$ cat src/include/serdes_consts.svh
`ifndef SERDES_CONSTS_SVH
`define SERDES_CONSTS_SVH

// fifo word is start flag plus payload
`define WORD_W 11
`define PAYLOAD_W 10

// packet fields
`define CODE_W 8
`define DATA_W 24
`define ROUTE_W 10

// inbound packet is code then data
`define IN_PKT_W 32
// outbound adds the route on top
`define OUT_PKT_W 42

`define IN_WORDS 4 // last one only carries two payload bits
`define OUT_WORDS 5 // 50 bits of slots for 42 bits

`define ROUTE_ENTRIES 16 // one per channel index
`define FIFO_DEPTH 16

`endif

$ cat src/logic/serdesPkg.sv
package serdesPkg;

	// high nibble of the code byte
	typedef enum logic [3:0] {
		opSetRoute  = 4'd1, // load route for the channel
		opForward   = 4'd2, // emit with table route
		opBroadcast = 4'd3  // emit with route all ones
	} opcode_t;

	// deserializer
	typedef enum logic [1:0] {
		deserIdle,     // waiting for a start word
		deserAssemble, // collecting the rest
		deserHold      // packet complete, waiting on the core
	} deserState_t;

	// serializer
	typedef enum logic {
		serIdle, // ready for a packet
		serSend  // pushing words out
	} serState_t;

endpackage

$ cat src/logic/coreSerdes.sv
`timescale 1ns/1ps
`include "serdes_consts.svh"

module coreSerdes (
	input  logic               clk,
	input  logic               rst,
	input  logic [`WORD_W-1:0] inWord,
	input  logic               inWrite,
	output logic               inFull,
	input  logic               outRead,
	output logic [`WORD_W-1:0] outWord,
	output logic               outEmpty
);

	// input fifo to deserializer
	logic inEmpty;
	logic [`WORD_W-1:0] inQ;
	logic deserRdreq;

	// deserializer to core
	logic pktValid;
	logic pktReady;
	logic [`IN_PKT_W-1:0] pktData;

	// core to serializer
	logic rtValid;
	logic rtReady;
	logic [`OUT_PKT_W-1:0] rtData;

	// serializer to output fifo
	logic serWrreq;
	logic [`WORD_W-1:0] serWord;
	logic outFull;

	wordFifo #(.depth(`FIFO_DEPTH)) inFifo (
		.clk   (clk),
		.rst   (rst),
		.data  (inWord),
		.wrreq (inWrite),
		.rdreq (deserRdreq),
		.q     (inQ),
		.full  (inFull),
		.empty (inEmpty)
	);

	packetDeserializer deser (
		.clk       (clk),
		.rst       (rst),
		.fifoEmpty (inEmpty),
		.fifoWord  (inQ),
		.rdreq     (deserRdreq),
		.pktValid  (pktValid),
		.pktData   (pktData),
		.pktReady  (pktReady)
	);

	packetCore core (
		.clk      (clk),
		.rst      (rst),
		.pktValid (pktValid),
		.pktData  (pktData),
		.pktReady (pktReady),
		.rtValid  (rtValid),
		.rtData   (rtData),
		.rtReady  (rtReady)
	);

	packetSerializer ser (
		.clk      (clk),
		.rst      (rst),
		.rtValid  (rtValid),
		.rtData   (rtData),
		.rtReady  (rtReady),
		.fifoFull (outFull),
		.wrreq    (serWrreq),
		.fifoWord (serWord)
	);

	wordFifo #(.depth(`FIFO_DEPTH)) outFifo (
		.clk   (clk),
		.rst   (rst),
		.data  (serWord),
		.wrreq (serWrreq),
		.rdreq (outRead), // outWord valid the cycle after
		.q     (outWord),
		.full  (outFull),
		.empty (outEmpty)
	);

endmodule

$ cat src/logic/packetCore.sv
`timescale 1ns/1ps
`include "serdes_consts.svh"

module packetCore import serdesPkg::*; (
	input  logic                  clk,
	input  logic                  rst,
	input  logic                  pktValid,
	input  logic [`IN_PKT_W-1:0]  pktData,
	output logic                  pktReady,
	output logic                  rtValid,
	output logic [`OUT_PKT_W-1:0] rtData,
	input  logic                  rtReady
);

	localparam int chanW = $clog2(`ROUTE_ENTRIES);

	logic [`CODE_W-1:0] code;
	logic [`DATA_W-1:0] data;
	opcode_t opcode;
	logic [chanW-1:0] chan;
	logic [`ROUTE_W-1:0] routeTable [`ROUTE_ENTRIES];
	logic [`ROUTE_W-1:0] routeSel;
	logic accept;
	logic emits; // opcode produces an output packet

	// code byte on top, then data
	assign code = pktData[`IN_PKT_W-1 -: `CODE_W];
	assign data = pktData[`DATA_W-1:0];
	assign opcode = opcode_t'(code[`CODE_W-1 -: 4]);
	assign chan = code[chanW-1:0];

	// free slot or slot draining this cycle
	assign pktReady = !rtValid || rtReady;
	assign accept = pktValid && pktReady;

	assign emits = (opcode == opForward) || (opcode == opBroadcast);
	assign routeSel = (opcode == opBroadcast) ? '1 : routeTable[chan];

	always_ff @(posedge clk) begin
		if (rst) begin
			rtValid <= 1'b0;
			for (int i = 0; i < `ROUTE_ENTRIES; i++)
				routeTable[i] <= '0;
		end else begin
			if (accept) begin
				rtValid <= emits; // unknown ops and setRoute leave nothing
				case (opcode)
					opSetRoute: routeTable[chan] <= data[`ROUTE_W-1:0];
					default: ; // table untouched
				endcase
			end else if (rtReady) begin
				rtValid <= 1'b0; // serializer took it
			end
		end
	end

	// route in top bits, then code, then data
	always_ff @(posedge clk) begin
		if (accept && emits)
			rtData <= {routeSel, code, data};
	end

endmodule

$ cat src/logic/packetDeserializer.sv
`timescale 1ns/1ps
`include "serdes_consts.svh"

module packetDeserializer import serdesPkg::*; (
	input  logic                 clk,
	input  logic                 rst,
	input  logic                 fifoEmpty,
	input  logic [`WORD_W-1:0]   fifoWord,
	output logic                 rdreq,
	output logic                 pktValid,
	output logic [`IN_PKT_W-1:0] pktData,
	input  logic                 pktReady
);

	localparam int asmW = `IN_WORDS * `PAYLOAD_W; // 40 bits of word slots
	localparam int idxW = $clog2(`IN_WORDS);

	deserState_t state;
	logic [idxW-1:0] wordIdx; // next slot to fill
	logic pending; // q valid this cycle
	logic startFlag;
	logic [`PAYLOAD_W-1:0] payload;
	logic [asmW-1:0] asmReg; // shift in from the top, lsb word first

	assign startFlag = fifoWord[`WORD_W-1];
	assign payload = fifoWord[`PAYLOAD_W-1:0];

	// one read outstanding at a time, never while holding
	assign rdreq = !fifoEmpty && !pending && (state != deserHold);

	assign pktValid = (state == deserHold);
	assign pktData = asmReg[`IN_PKT_W-1:0]; // top bits of last word are padding

	always_ff @(posedge clk) begin
		if (rst) begin
			state <= deserIdle;
			wordIdx <= '0;
			pending <= 1'b0;
		end else begin
			pending <= rdreq;
			if (pending) begin
				if (startFlag) begin
					// start word always restarts, truncated packet lost
					state <= deserAssemble;
					wordIdx <= idxW'(1);
				end else if (state == deserAssemble) begin
					if (wordIdx == idxW'(`IN_WORDS - 1)) begin
						state <= deserHold; // all four in
						wordIdx <= '0;
					end else begin
						wordIdx <= wordIdx + 1'b1;
					end
				end
				// no flag at index 0 just falls through and is dropped
			end else if (state == deserHold && pktReady) begin
				state <= deserIdle; // core took it
			end
		end
	end

	// payload path
	always_ff @(posedge clk) begin
		if (pending && (startFlag || state == deserAssemble))
			asmReg <= {payload, asmReg[asmW-1:`PAYLOAD_W]};
	end

endmodule

$ cat src/logic/packetSerializer.sv
`timescale 1ns/1ps
`include "serdes_consts.svh"

module packetSerializer import serdesPkg::*; (
	input  logic                  clk,
	input  logic                  rst,
	input  logic                  rtValid,
	input  logic [`OUT_PKT_W-1:0] rtData,
	output logic                  rtReady,
	input  logic                  fifoFull,
	output logic                  wrreq,
	output logic [`WORD_W-1:0]    fifoWord
);

	localparam int slotW = `OUT_WORDS * `PAYLOAD_W; // 50
	localparam int padW = slotW - `OUT_PKT_W; // zeros at the low end
	localparam int cntW = $clog2(`OUT_WORDS);

	serState_t state;
	logic [slotW-1:0] shiftReg; // next slice always in the top bits
	logic [cntW-1:0] wordCnt; // words pushed so far
	logic accept;

	assign rtReady = (state == serIdle);
	assign accept = rtValid && rtReady;

	// stall while the output fifo is full
	assign wrreq = (state == serSend) && !fifoFull;
	assign fifoWord = {wordCnt == '0, shiftReg[slotW-1 -: `PAYLOAD_W]}; // flag on word 0

	always_ff @(posedge clk) begin
		if (rst) begin
			state <= serIdle;
			wordCnt <= '0;
		end else begin
			case (state)
				serIdle: begin
					if (accept) begin
						state <= serSend;
						wordCnt <= '0;
					end
				end
				serSend: begin
					if (wrreq) begin
						if (wordCnt == cntW'(`OUT_WORDS - 1)) begin
							state <= serIdle; // fifth word out
							wordCnt <= '0;
						end else begin
							wordCnt <= wordCnt + 1'b1;
						end
					end
				end
				default: state <= serIdle;
			endcase
		end
	end

	// latch and shift the packet
	always_ff @(posedge clk) begin
		if (accept)
			shiftReg <= {rtData, {padW{1'b0}}};
		else if (wrreq)
			shiftReg <= shiftReg << `PAYLOAD_W;
	end

endmodule

$ cat src/logic/wordFifo.sv
`timescale 1ns/1ps
`include "serdes_consts.svh"

module wordFifo #(
	parameter int depth = `FIFO_DEPTH
) (
	input  logic               clk,
	input  logic               rst,
	input  logic [`WORD_W-1:0] data,
	input  logic               wrreq,
	input  logic               rdreq,
	output logic [`WORD_W-1:0] q,
	output logic               full,
	output logic               empty
);

	localparam int ptrW = $clog2(depth);
	localparam int cntW = $clog2(depth + 1);

	logic [`WORD_W-1:0] mem [depth]; // storage, no reset
	logic [ptrW-1:0] wrPtr;
	logic [ptrW-1:0] rdPtr;
	logic [cntW-1:0] count; // words held
	logic doWrite;
	logic doRead;

	// drop writes when full and reads when empty
	assign doWrite = wrreq && !full;
	assign doRead = rdreq && !empty;

	assign full = (count == cntW'(depth));
	assign empty = (count == '0);

	// pointers wrap at depth
	always_ff @(posedge clk) begin
		if (rst) begin
			wrPtr <= '0;
			rdPtr <= '0;
			count <= '0;
		end else begin
			if (doWrite)
				wrPtr <= (wrPtr == ptrW'(depth - 1)) ? '0 : wrPtr + 1'b1;
			if (doRead)
				rdPtr <= (rdPtr == ptrW'(depth - 1)) ? '0 : rdPtr + 1'b1;
			case ({doWrite, doRead})
				2'b10:   count <= count + 1'b1;
				2'b01:   count <= count - 1'b1;
				default: count <= count; // both or neither
			endcase
		end
	end

	always_ff @(posedge clk) begin
		if (doWrite)
			mem[wrPtr] <= data;
		if (doRead)
			q <= mem[rdPtr]; // shows up the cycle after rdreq
	end

endmodule

$ cat config.mk
export PLATFORM = sky130hd
export DESIGN_NAME = coreSerdes
export DESIGN_NICKNAME = d
export VERILOG_FILES = /design/src/logic/serdesPkg.sv /design/src/logic/coreSerdes.sv /design/src/logic/packetCore.sv /design/src/logic/packetDeserializer.sv /design/src/logic/packetSerializer.sv /design/src/logic/wordFifo.sv
export VERILOG_INCLUDE_DIRS = /design/src /design/src/include
export SDC_FILE = /design/constraint.sdc
export NUM_CORES = 1
export LEC_CHECK = 0
export ABC_AREA = 1
export BUFFER_PORTS_ARGS = -buffer_cell sky130_fd_sc_hd__buf_2
export CELL_PAD_IN_SITES_DETAIL_PLACEMENT = 0
export CELL_PAD_IN_SITES_GLOBAL_PLACEMENT = 2
export CORE_AREA = 4 4 258 260
export CTS_BUF_LIST = sky130_fd_sc_hd__clkbuf_4 sky130_fd_sc_hd__clkbuf_8
export CTS_CLUSTER_DIAMETER = 50
export DETAILED_ROUTE_END_ITERATION = 7
export DIE_AREA = 0 0 262 264
export GPL_ROUTABILITY_DRIVEN = 0
export PLACE_DENSITY_LB_ADDON = 0.1
export REMOVE_ABC_BUFFERS = 1
export SLEW_MARGIN = 15
export SYNTH_ARGS = -nofsm -noshare
export SYNTH_HDL_FRONTEND = slang
export SYNTH_SLANG_ARGS = --single-unit
export TNS_END_PERCENT = 5
$ cat constraint.sdc
create_clock -name clk -period 4.7 [get_ports clk]
set_input_delay 0.94 -clock clk [delete_from_list [all_inputs] [get_ports clk]]
set_output_delay 0.94 -clock clk [all_outputs]
set_load 0.05 [all_outputs]
==> results of run 1 <==
-- power breakdown --
part           internal, uW  switching (uW)  leakage, uW
Sequential             7300             265      0.00646
Clock                  3310            2410      0.00131
Combinational           880            2550      0.00465
-- per-stage QoR --
step | setup slack [ps] | util | cells | hold slack, ps
after floorplan | 569.8 | - | 2472 | 400.3
after global placement | 1672 | 0.4625 | 3387 | 404.6
after detailed placement | 1616 | 0.4625 | 3387 | 404.5
after CTS | 1757 | 0.5016 | 3603 | 414.8
after global routing | 1417 | 0.5019 | 3605 | 428.6
final | 1756 | 0.5019 | 3605 | 413.8
-- per-layer routing --
metal | GRT usage | vias up | wire, um
li1 | - | 8834 | -
met1 | 0.2852 | 8809 | 31110
met2 | 0.3170 | 439 | 31780
met3 | 0.03221 | 100 | 3684
met4 | 0.05741 | 0 | 1288
met5 | 0 | - | 0
-- cell type report --
type,instances,share of cell area
well taps,855,0.03325
inverters,118,0.01380
diodes,2,0.0001555
clock buffers,154,0.05926
repair buffers,60,0.01190
flip-flops and latches,694,0.6366
multi-input cells,1660,0.2263
clock inverters,62,0.01870
-- cells by family after synthesis --
family,synth area share
multiplexers,0.01251
buffers and inverters,0.03680
adder cells (fa/ha/maj),0.01052
AND/OR/NAND/NOR,0.1916
flip-flops,0.7112
XOR/XNOR,0.003650
AO/OA/AOI/OAI,0.03372
-- critical path, stage by stage (launching register included) --
cell,delay (ps)
dfxtp_1,340
inv_1,70
a21oi_1,420
nand2_1,220
inv_1,470
ha_1,450
ha_1,350
a21oi_1,160
nand2_1,70
nand2_1,60
nand2_1,40
o21ai_0,130
inv_1,50
-- sequential cells by signal, indices dropped and copies added, names as in the netlist, 3 cells and up --
signal / cells
inFifo.mem: 176
outFifo.mem: 176
core.routeTable: 160
core.rtData: 42
ser.shiftReg: 42
deser.asmReg: 40
inFifo.q: 11
outFifo.q: 11
inFifo.count: 5
outFifo.count: 5
inFifo.rdPtr: 4
inFifo.wrPtr: 4
outFifo.rdPtr: 4
outFifo.wrPtr: 4
ser.wordCnt: 3
-- synth_stat cells, drive strengths merged, types with 21 or more instances --
master	n
nand2	757
edfxtp	658
nor2	505
o21ai	169
nand3	117
inv	116
buf	81
clkbuf	49
dfxtp	36
mux2	32
a21oi	25
ha	21
-- worst paths after layout --
| path | from | end | slack (ps) | cells after the start |
|---|---|---|---|---|
| setup / recovery | deser.state[0] | inFifo.count[3] | 1760 | 12 |
| hold / removal | deser.asmReg[35] | deser.asmReg[25] | 410 | 0 |
| setup reg to reg | deser.state[0] | inFifo.count[3] | 1760 | 12 |
| hold reg to reg | deser.asmReg[35] | deser.asmReg[25] | 410 | 0 |
==> out/results.txt, run 1 <==
Slew headroom -> 0.2328
Mapped Area -> 28,800 um2
Final TNS setup -> 0 ps
Root Buffer -> clkbuf_8
CTS Buffer Depth -> 3
Design Area, Final -> 32,180 um2
cts repair resizes -> 0
DRT antenna net count -> 0
area grow syn2layout -> 11.75%
Max IR drop VDD -> 0.2745 mV
Post-synth EDFFs -> 658
Sequential Area -> 20,480 um2
final WL -> 67,860 um
initial DRC count -> 1,337
Synth async-reset ratio -> 0
vias in the first global route -> 18,360
Worst setup SP type -> flip-flop
placed cell area -> 29,650 um2
postcts setup bufs -> 0
Slew Viols, Final -> 0
Synth area leaders -> edfxtp_1 69%, nand2_1 9.8%, nor2_1 6.4%, o21ai_0 2.6%, dfxtp_1 2.5%
critical path type -> reg2reg
Post-CTS Hold Buffers -> 0
Clk pin slew, worst setup/hold paths -> 60 ps
CTS sink count -> 694
Final Skew -> 26.94 ps
Final period util -> 0.6264
CTS tree -> built
Worst Hold Class -> reg2reg
Synth Flop Type -> edfxtp_1
total power -> 16,720 uW
largest net degree at the start of global routing -> 71
Fillers -> 5,826
core area -> 64,120 um2
antenna violations before repair -> 1
RSZ-0062 raised after global routing -> no
Cell variety after synth -> 30
Final nets -> 2,690
Vias/cell -> 5.044
most used cells in the layout excluding fill and tap cells -> 750 x nand2_1, 658 x edfxtp_1, 482 x nor2_1, 149 x o21ai_0, 120 x clkbuf_8
GR Util All Layers -> 0.1991
Leakage -> 0.01243 uW
Worst-Skew Late Latency -> 690 ps
HPWL after DPL -> 41,650 um
drt first pass iters -> 5
Placement Rows -> 93
worst slew pin tran -> 1147 ps
Tmin final -> 2944 ps
CTS Buf Count -> 118
number of remaining DRC errors -> 0
Initial Utilization -> 0.4491
IO buf count -> 27
Die X-Extent -> 262 um
max-cap viol count -> 0
cell taking the most area after synthesis -> edfxtp_1
crit path max fanout -> 13
sequential element share of the synthesized area -> 0.7112
total grt overflow -> 0
Fmax -> 0.3397 GHz
Die Area -> 69,170 um2
PwrDens -> 519.5 nW/um2
io pins -> 28
ratio of cells with drive above 1 in the final layout -> 0.1190
setup violators final -> 0
most common cell after layout, fill and taps aside -> nand2_1
WP data required -> 5270 ps
Fin. Hold Viols -> 0
vias after detailed routing -> 18,180
area of the multi-input gates -> 7283 um2
Die H -> 264 um
wire per inst -> 18.82 um
CP arrival -> 3520 ps
Critical Path Sink Type -> flip-flop
H-tree depth -> 3
run status -> complete, no violations
Avg Inst Size Synth -> 11.07 um2
Yosys top cell area share -> 0.6862
Yosys reg bits -> 694
first-pass GRT wire length -> 106,100 um
Post-Syn Instances -> 2,602
Synth warnings -> 0
No activity file was read; power rests on OpenSTA's default activity.
==> run 2, diff against run 1 <==
Clock period 4.7 ns to 2.85 ns, I/O delays scaled along.
==> out/results.txt, run 2 (synthesis results as in run 1) <==
run status -> complete, no violations (unchanged)
Top Metal Used -> met5 (was met4)
Core Util, Final -> 0.5041 (was 0.5019)
Final nets -> 2,745 (was 2,690)
WP data required -> 3440 ps (was 5270 ps)
Crit Reg-Reg Endpoint -> inFifo.count[3] (unchanged)
Fin. Hold Viols -> 0 (unchanged)
R2R Path Start -> deser.state[0] (unchanged)
setup violators final -> 0 (unchanged)
most common cell after layout, fill and taps aside -> nand2_1 (unchanged)
most used cells in the layout excluding fill and tap cells -> 750 x nand2_1, 658 x edfxtp_1, 488 x nor2_1, 149 x o21ai_0, 117 x nand3_1 (was 750 x nand2_1, 658 x edfxtp_1, 482 x nor2_1, 149 x o21ai_0, 120 x clkbuf_8)
CP peak stage delay -> 390 ps (was 470 ps)
Final Skew -> 38.85 ps (was 26.94 ps)
CTS Buffer Depth -> 3 (unchanged)
CTS tree -> built (unchanged)
met1 wire length -> 31,750 um (was 31,110 um)
Reg power frac -> 0.466 (was 0.453)
critical path type -> reg2reg (unchanged)
Hold Path End -> inFifo.wrPtr[2] (was deser.asmReg[25])
Leakage -> 0.01257 uW (was 0.01243 uW)
crit path max fanout -> 6 (was 13)
dpl cells -> 3,445 (was 3,387)
Root Buffer -> clkbuf_8 (unchanged)
core area -> 64,120 um2 (unchanged)
biggest regs -> inFifo.mem (176), outFifo.mem (176), core.routeTable (160) (unchanged)
power share of the clock group -> 0.313 (was 0.342)
Cell Int Power -> 17,990 uW (was 11,490 uW)
HPWL after DPL -> 42,060 um (was 41,650 um)
Clk pin slew, worst setup/hold paths -> 60 ps (about the same)
placed cell area -> 30,130 um2 (was 29,650 um2)
Slew headroom -> 0.3023 (was 0.2328)
R2R depth -> 12 (unchanged)
CTS sink count -> 694 (unchanged)
metal2 WL -> 31,490 um (was 31,780 um)
Worst Hold Class -> in2reg (was reg2reg)
Slew Viols, Final -> 0 (unchanged)
antenna violations before repair -> 3 (was 1)
max-cap viol count -> 0 (unchanged)
io pins -> 28 (unchanged)
hold path depth -> 3 (was 0)
GR Util All Layers -> 0.1981 (was 0.1991)
Worst setup SP type -> flip-flop (unchanged)
cts repair resizes -> 0 (unchanged)
first-pass GRT wire length -> 105,800 um (was 106,100 um)
Final Non-Filler Cells -> 3,655 (was 3,605)
Placement Rows -> 93 (unchanged)
area grow syn2layout -> 12.24% (was 11.75%)
Final period util -> 0.8608 (was 0.6264)
combinational share of power -> 0.220 (was 0.205)
Worst-Skew Late Latency -> 720 ps (was 690 ps)
DRT antenna net count -> 0 (unchanged)
Initial Utilization -> 0.4491 (unchanged)
postcts setup bufs -> 0 (unchanged)
Critical Path Sink Type -> flip-flop (unchanged)
internal reg-to-reg setup slack -> 400 ps (was 1760 ps)
RSZ-0062 raised after global routing -> no (unchanged)
Die H -> 264 um (unchanged)
total power -> 26,580 uW (was 16,720 uW)
initial DRC count -> 1,538 (was 1,337)
Max IR drop VDD -> 0.3752 mV (was 0.2745 mV)
vias after detailed routing -> 18,410 (was 18,180)
ratio of cells with drive above 1 in the final layout -> 0.1316 (was 0.1190)
critical path, cell by cell -> inv_1 > a21oi_1 > nand2_1 > inv_1 > ha_1 > ha_1 > a21oi_1 > nand2_1 > nand2_1 > nand2_1 > o21ai_0 > inv_1 (unchanged)
IO buf count -> 27 (unchanged)
Die Area -> 69,170 um2 (unchanged)
hold path startpoint -> inWrite (was deser.asmReg[35])
drt first pass iters -> 7 (was 5)
Post-CTS Hold Buffers -> 0 (unchanged)
vias in the first global route -> 18,270 (was 18,360)
Design Area, Final -> 32,320 um2 (was 32,180 um2)
Worst path slowest cell -> a21oi_1 (was inv_1)
Vias/cell -> 5.038 (was 5.044)
net switching power -> 8592 uW (was 5228 uW)
wire per inst -> 18.65 um (was 18.82 um)
CTS Buf Count -> 115 (was 118)
CP arrival -> 3040 ps (was 3520 ps)
routed length on met3 -> 3380 um (was 3684 um)
number of remaining DRC errors -> 0 (unchanged)
Die X-Extent -> 262 um (unchanged)
cell repeated most along the worst path -> nand2_1 (unchanged)
worst slew pin tran -> 1045 ps (was 1147 ps)
PwrDens -> 822.4 nW/um2 (was 519.5 nW/um2)
H-tree depth -> 3 (unchanged)
net switching fraction of the power -> 0.3233 (was 0.3128)
Tmin final -> 2453 ps (was 2944 ps)
Fmax -> 0.4076 GHz (was 0.3397 GHz)
total grt overflow -> 0 (unchanged)
largest net degree at the start of global routing -> 93 (was 71)
final WL -> 68,170 um (was 67,860 um)
[run 2: changes by cell type in the layout (fill, tap and decap cells not counted), moves of 6 or more]
cell       delta
nor2_1        +6
bufinv_16    -12
clkbuf_4     +10
clkinv_2      -8
nor2_2        -6
buf_4        +54
[run 2: power by group through the flow]
stage	sequential [uW]	combinational (uW)	clock, uW
6_report	12400	5860	8330
3_5_place_dp	12600	5920	0
3_3_place_gp	12600	5890	0
4_1_cts	12400	5940	8560
2_1_floorplan	13100	3200	0
5_1_grt	12500	6650	9030
[run 2: worst max-delay path by stage]
stage	start	slack, ps	cells after the start	end
finish	deser.state[0]	400	12	inFifo.count[3]
detailed placement	deser.state[0]	420	12	inFifo.count[3]
global placement	deser.asmReg[25]	430	4	core.routeTable[12][0]
global route	deser.state[0]	120	12	inFifo.count[3]
floorplan	deser.asmReg[31]	-1280	2	core.rtData[0]
CTS	inFifo.count[0]	360	4	inFull
[run 2: layout make-up]
type	count	area, um2
Timing Repair Buffer	118	868.3
Fill cell	5763	31790
Sequential cell	694	20480
Antenna cell	3	7.507
Clock inverter	48	266.5
Multi-Input combinational cell	1660	7268
Tap cell	855	1070
Inverter	118	442.9
Clock buffer	159	1913
[run 2: worst max-delay path: cells and delay by family, from the launching register on]
family	cells	cell delay, ps
compound gates	3	680
fa+ha+maj	2	680
simple gates	4	390
flops	1	350
buf+inv	3	250
[run 2: routing by layer]
metal / track usage / vias up
met3: 0.03633 / 116
met1: 0.2845 / 8947
met5: 0 / -
met2: 0.3122 / 402
met4: 0.05512 / 2
li1: - / 8947
[run 2: through the flow]
step	TNS (ps)	setup WS, ps	hold WS [ps]
6_report	0	396.9	174.0
5_1_grt	0	121.3	120.6
4_1_cts	0	365.0	92.33
3_5_place_dp	0	418.4	404.5
3_3_place_gp	0	425.7	406.1
2_1_floorplan	-67800	-1280	400.3
==> run 3, diff against run 2 <==
Settings changed: ABC_AREA 1 to not set, CORE_AREA 4 4 258 260 to 4 4 263 265, DIE_AREA 0 0 262 264 to 0 0 267 269, PLACE_DENSITY_LB_ADDON 0.1 to 0.12.
==> out/results.txt, run 3 <==
final WL -> 57,620 um (was 68,170 um)
ratio of cells with drive above 1 in the final layout -> 0.2563 (was 0.1316)
core area -> 66,800 um2 (was 64,120 um2)
postcts setup bufs -> 0 (unchanged)
WP data required -> 3480 ps (was 3440 ps)
Fin. Hold Viols -> 0 (unchanged)
Synth warnings -> 0 (unchanged)
wire per inst -> 21.58 um (was 18.65 um)
Synth Area in Adders -> 0.01091 (was 0.01052)
crit path max fanout -> 5 (was 6)
vias after detailed routing -> 13,790 (was 18,410)
most used cells in the layout excluding fill and tap cells -> 658 x edfxtp_1, 174 x and2_1, 148 x nand2_1, 120 x mux4_2, 117 x clkbuf_8 (was 750 x nand2_1, 658 x edfxtp_1, 488 x nor2_1, 149 x o21ai_0, 117 x nand3_1)
largest family of logic cells by synthesized area -> multiplexers (was simple AND/OR/NAND/NOR gates)
Slew Viols, Final -> 0 (unchanged)
run status -> complete, no violations (unchanged)
Yosys reg bits -> 694 (unchanged)
vias in the first global route -> 14,450 (was 18,270)
HPWL after DPL -> 35,260 um (was 42,060 um)
DRT antenna net count -> 0 (unchanged)
Initial Utilization -> 0.4155 (was 0.4491)
Worst path slowest cell -> or4_4 (was a21oi_1)
Synth Flop Type -> edfxtp_1 (unchanged)
Worst setup SP type -> flip-flop (unchanged)
top-count cell post-synth -> edfxtp_1 (was nand2_1)
Yosys top cell area share -> 0.7118 (was 0.6862)
H-tree depth -> 3 (unchanged)
Slew headroom -> 0.2718 (was 0.3023)
fraction of synthesized cell area in xor and xnor cells -> 0.002524 (was 0.003650)
CTS sink count -> 694 (unchanged)
Post-synth top cells -> 658 x edfxtp_1, 174 x and2_1, 148 x nand2_1 (was 751 x nand2_1, 658 x edfxtp_1, 488 x nor2_1)
Final period util -> 0.9440 (was 0.8608)
Post-synth EDFFs -> 658 (unchanged)
CTS Buf Count -> 116 (was 115)
Fmax -> 0.3717 GHz (was 0.4076 GHz)
Post-CTS Hold Buffers -> 0 (unchanged)
antenna violations before repair -> 1 (was 3)
simple-gate share of the synthesized area -> 0.09056 (was 0.1916)
Cell variety after synth -> 64 (was 30)
mux cell area share after synthesis -> 0.1060 (was 0.01251)
CTS tree -> built (unchanged)
setup violators final -> 0 (unchanged)
first-pass GRT wire length -> 88,930 um (was 105,800 um)
Placement Rows -> 95 (was 93)
Final TNS setup -> 0 ps (unchanged)
worst slew pin tran -> 1088 ps (was 1045 ps)
Avg Inst Size Synth -> 17.61 um2 (was 11.07 um2)
Die Area -> 71,820 um2 (was 69,170 um2)
Vias/cell -> 5.165 (was 5.038)
Die H -> 269 um (was 264 um)
IO buf count -> 27 (unchanged)
Worst-Skew Late Latency -> 700 ps (was 720 ps)
most common cell after layout, fill and taps aside -> edfxtp_1 (was nand2_1)
Synth area leaders -> edfxtp_1 71%, mux4_2 9.7%, and2_1 3.9%, dfxtp_1 2.6%, nand2_1 2.0% (was edfxtp_1 69%, nand2_1 9.8%, nor2_1 6.4%, o21ai_0 2.6%, dfxtp_1 2.5%)
critical path, cell by cell -> or4_4 > o21a_1 > clkinv_8 > ha_2 > ha_1 > a21oi_2 > a21oi_1 > or4_1 > a21oi_1 (was inv_1 > a21oi_1 > nand2_1 > inv_1 > ha_1 > ha_1 > a21oi_1 > nand2_1 > nand2_1 > nand2_1 > o21ai_0 > inv_1)
Final nets -> 1,746 (was 2,745)
Die X-Extent -> 267 um (was 262 um)
CP arrival -> 3320 ps (was 3040 ps)
Post-Syn Instances -> 1,576 (was 2,602)
hold slack -> 239.9 ps (was 174.0 ps)
biggest regs -> inFifo.mem (176), outFifo.mem (176), core.routeTable (160) (unchanged)
Worst Hold Class -> in2reg (unchanged)
area grow syn2layout -> 13.58% (was 12.24%)
drt first pass iters -> 5 (was 7)
io pins -> 28 (unchanged)
CP peak stage delay -> 560 ps (was 390 ps)
hold path depth -> 4 (was 3)
PwrDens -> 731.0 nW/um2 (was 822.4 nW/um2)
Clk pin slew, worst setup/hold paths -> 60 ps (about the same)
RSZ-0062 raised after global routing -> no (unchanged)
Tmin final -> 2690 ps (was 2453 ps)
sequential element share of the synthesized area -> 0.7378 (was 0.7112)
largest net degree at the start of global routing -> 58 (was 93)
Leakage -> 0.01072 uW (was 0.01257 uW)
critical path type -> reg2reg (unchanged)
max-cap viol count -> 0 (unchanged)
Final Skew -> 38.40 ps (was 38.85 ps)
R2R depth -> 9 (was 12)
number of remaining DRC errors -> 0 (unchanged)
CTS Buffer Depth -> 3 (unchanged)
GR Util All Layers -> 0.1639 (was 0.1981)
cell repeated most along the worst path -> a21oi_1 (was nand2_1)
dpl cells -> 2,463 (was 3,445)
total grt overflow -> 0 (unchanged)
cts repair resizes -> 0 (unchanged)
Core Util, Final -> 0.4720 (was 0.5041)
Root Buffer -> clkbuf_8 (unchanged)
Synth async-reset ratio -> 0 (unchanged)
cell taking the most area after synthesis -> edfxtp_1 (unchanged)
Mapped Area -> 27,760 um2 (was 28,800 um2)
Synth Area in Compound Gates -> 0.03322 (was 0.03372)
Critical Path Sink Type -> flip-flop (unchanged)
Final Non-Filler Cells -> 2,670 (was 3,655)
Max IR drop VDD -> 0.4116 mV (was 0.3752 mV)
initial DRC count -> 875 (was 1,538)
## run 3: cell families (layout without fill, tap and decap cells)
kind of cell               count (synthesis)  after routing
AOI/OAI and AO/OA                        127            127
xor gates and xnor gates                   8              8
adders and majority gates                 23             23
buffers and inverters                    113            332
DFF                                      694            694
muxes                                    144            144
other                                      0              2
and+or+nand+nor                          467            467
## run 3: layout make-up
type	count	area, um2
tap	873	1092
timing repair buffer	110	833.3
inverter	17	76.32
fill	5731	35270
clock inverter	50	356.6
multi-input combinational	769	6782
clock buffer	155	1896
sequential	694	20490
antenna	2	5.005
## run 3: metrics by stage
stage / total power [uW] / worst slack (ps) / cell area, um2
final: 23050 / 159.5 / 31530
after global routing: 24180 / 7.721 / 31530
after CTS: 23440 / 54.63 / 31520
after detailed placement: 14780 / 82.04 / 29260
after global placement: 14760 / 50.01 / 29260
after floorplan: 13810 / -327.3 / 27310
## run 3: where the power goes
part           internal [uW]  leakage (uW)  switching [uW]  total (uW)
Sequential             11700       0.00643             406       12100
Combinational           1080       0.00310            1340        2420
Clock                   4670       0.00118            3870        8550
Total                  17400        0.0107            5620       23000
## run 3: final timing paths
kind	startpoint	endpoint	slack [ps]
setup reg to reg	outFifo.count[1]	outFifo.count[4]	160
hold / removal	outRead	outFifo.rdPtr[2]	240
setup / recovery	outFifo.count[1]	outFifo.count[4]	160
hold reg to reg	deser.asmReg[35]	deser.asmReg[25]	420
## run 3: critical path, delay by kind of cell (launching register included)
family | cells | cell delay (ps)
adders and majority gates | 2 | 510
buffers and inverters | 1 | 60
and+or+nand+nor | 2 | 1030
DFF | 1 | 350
AOI/OAI and AO/OA | 4 | 670
## run 3: per-layer routing
layer,up-vias,routed length [um],GRT usage
met5,-,0,0
met1,7068,26260,0.2288
met4,0,1102,0.04954
met2,256,27840,0.2669
li1,6378,-,-
met3,89,2408,0.02902
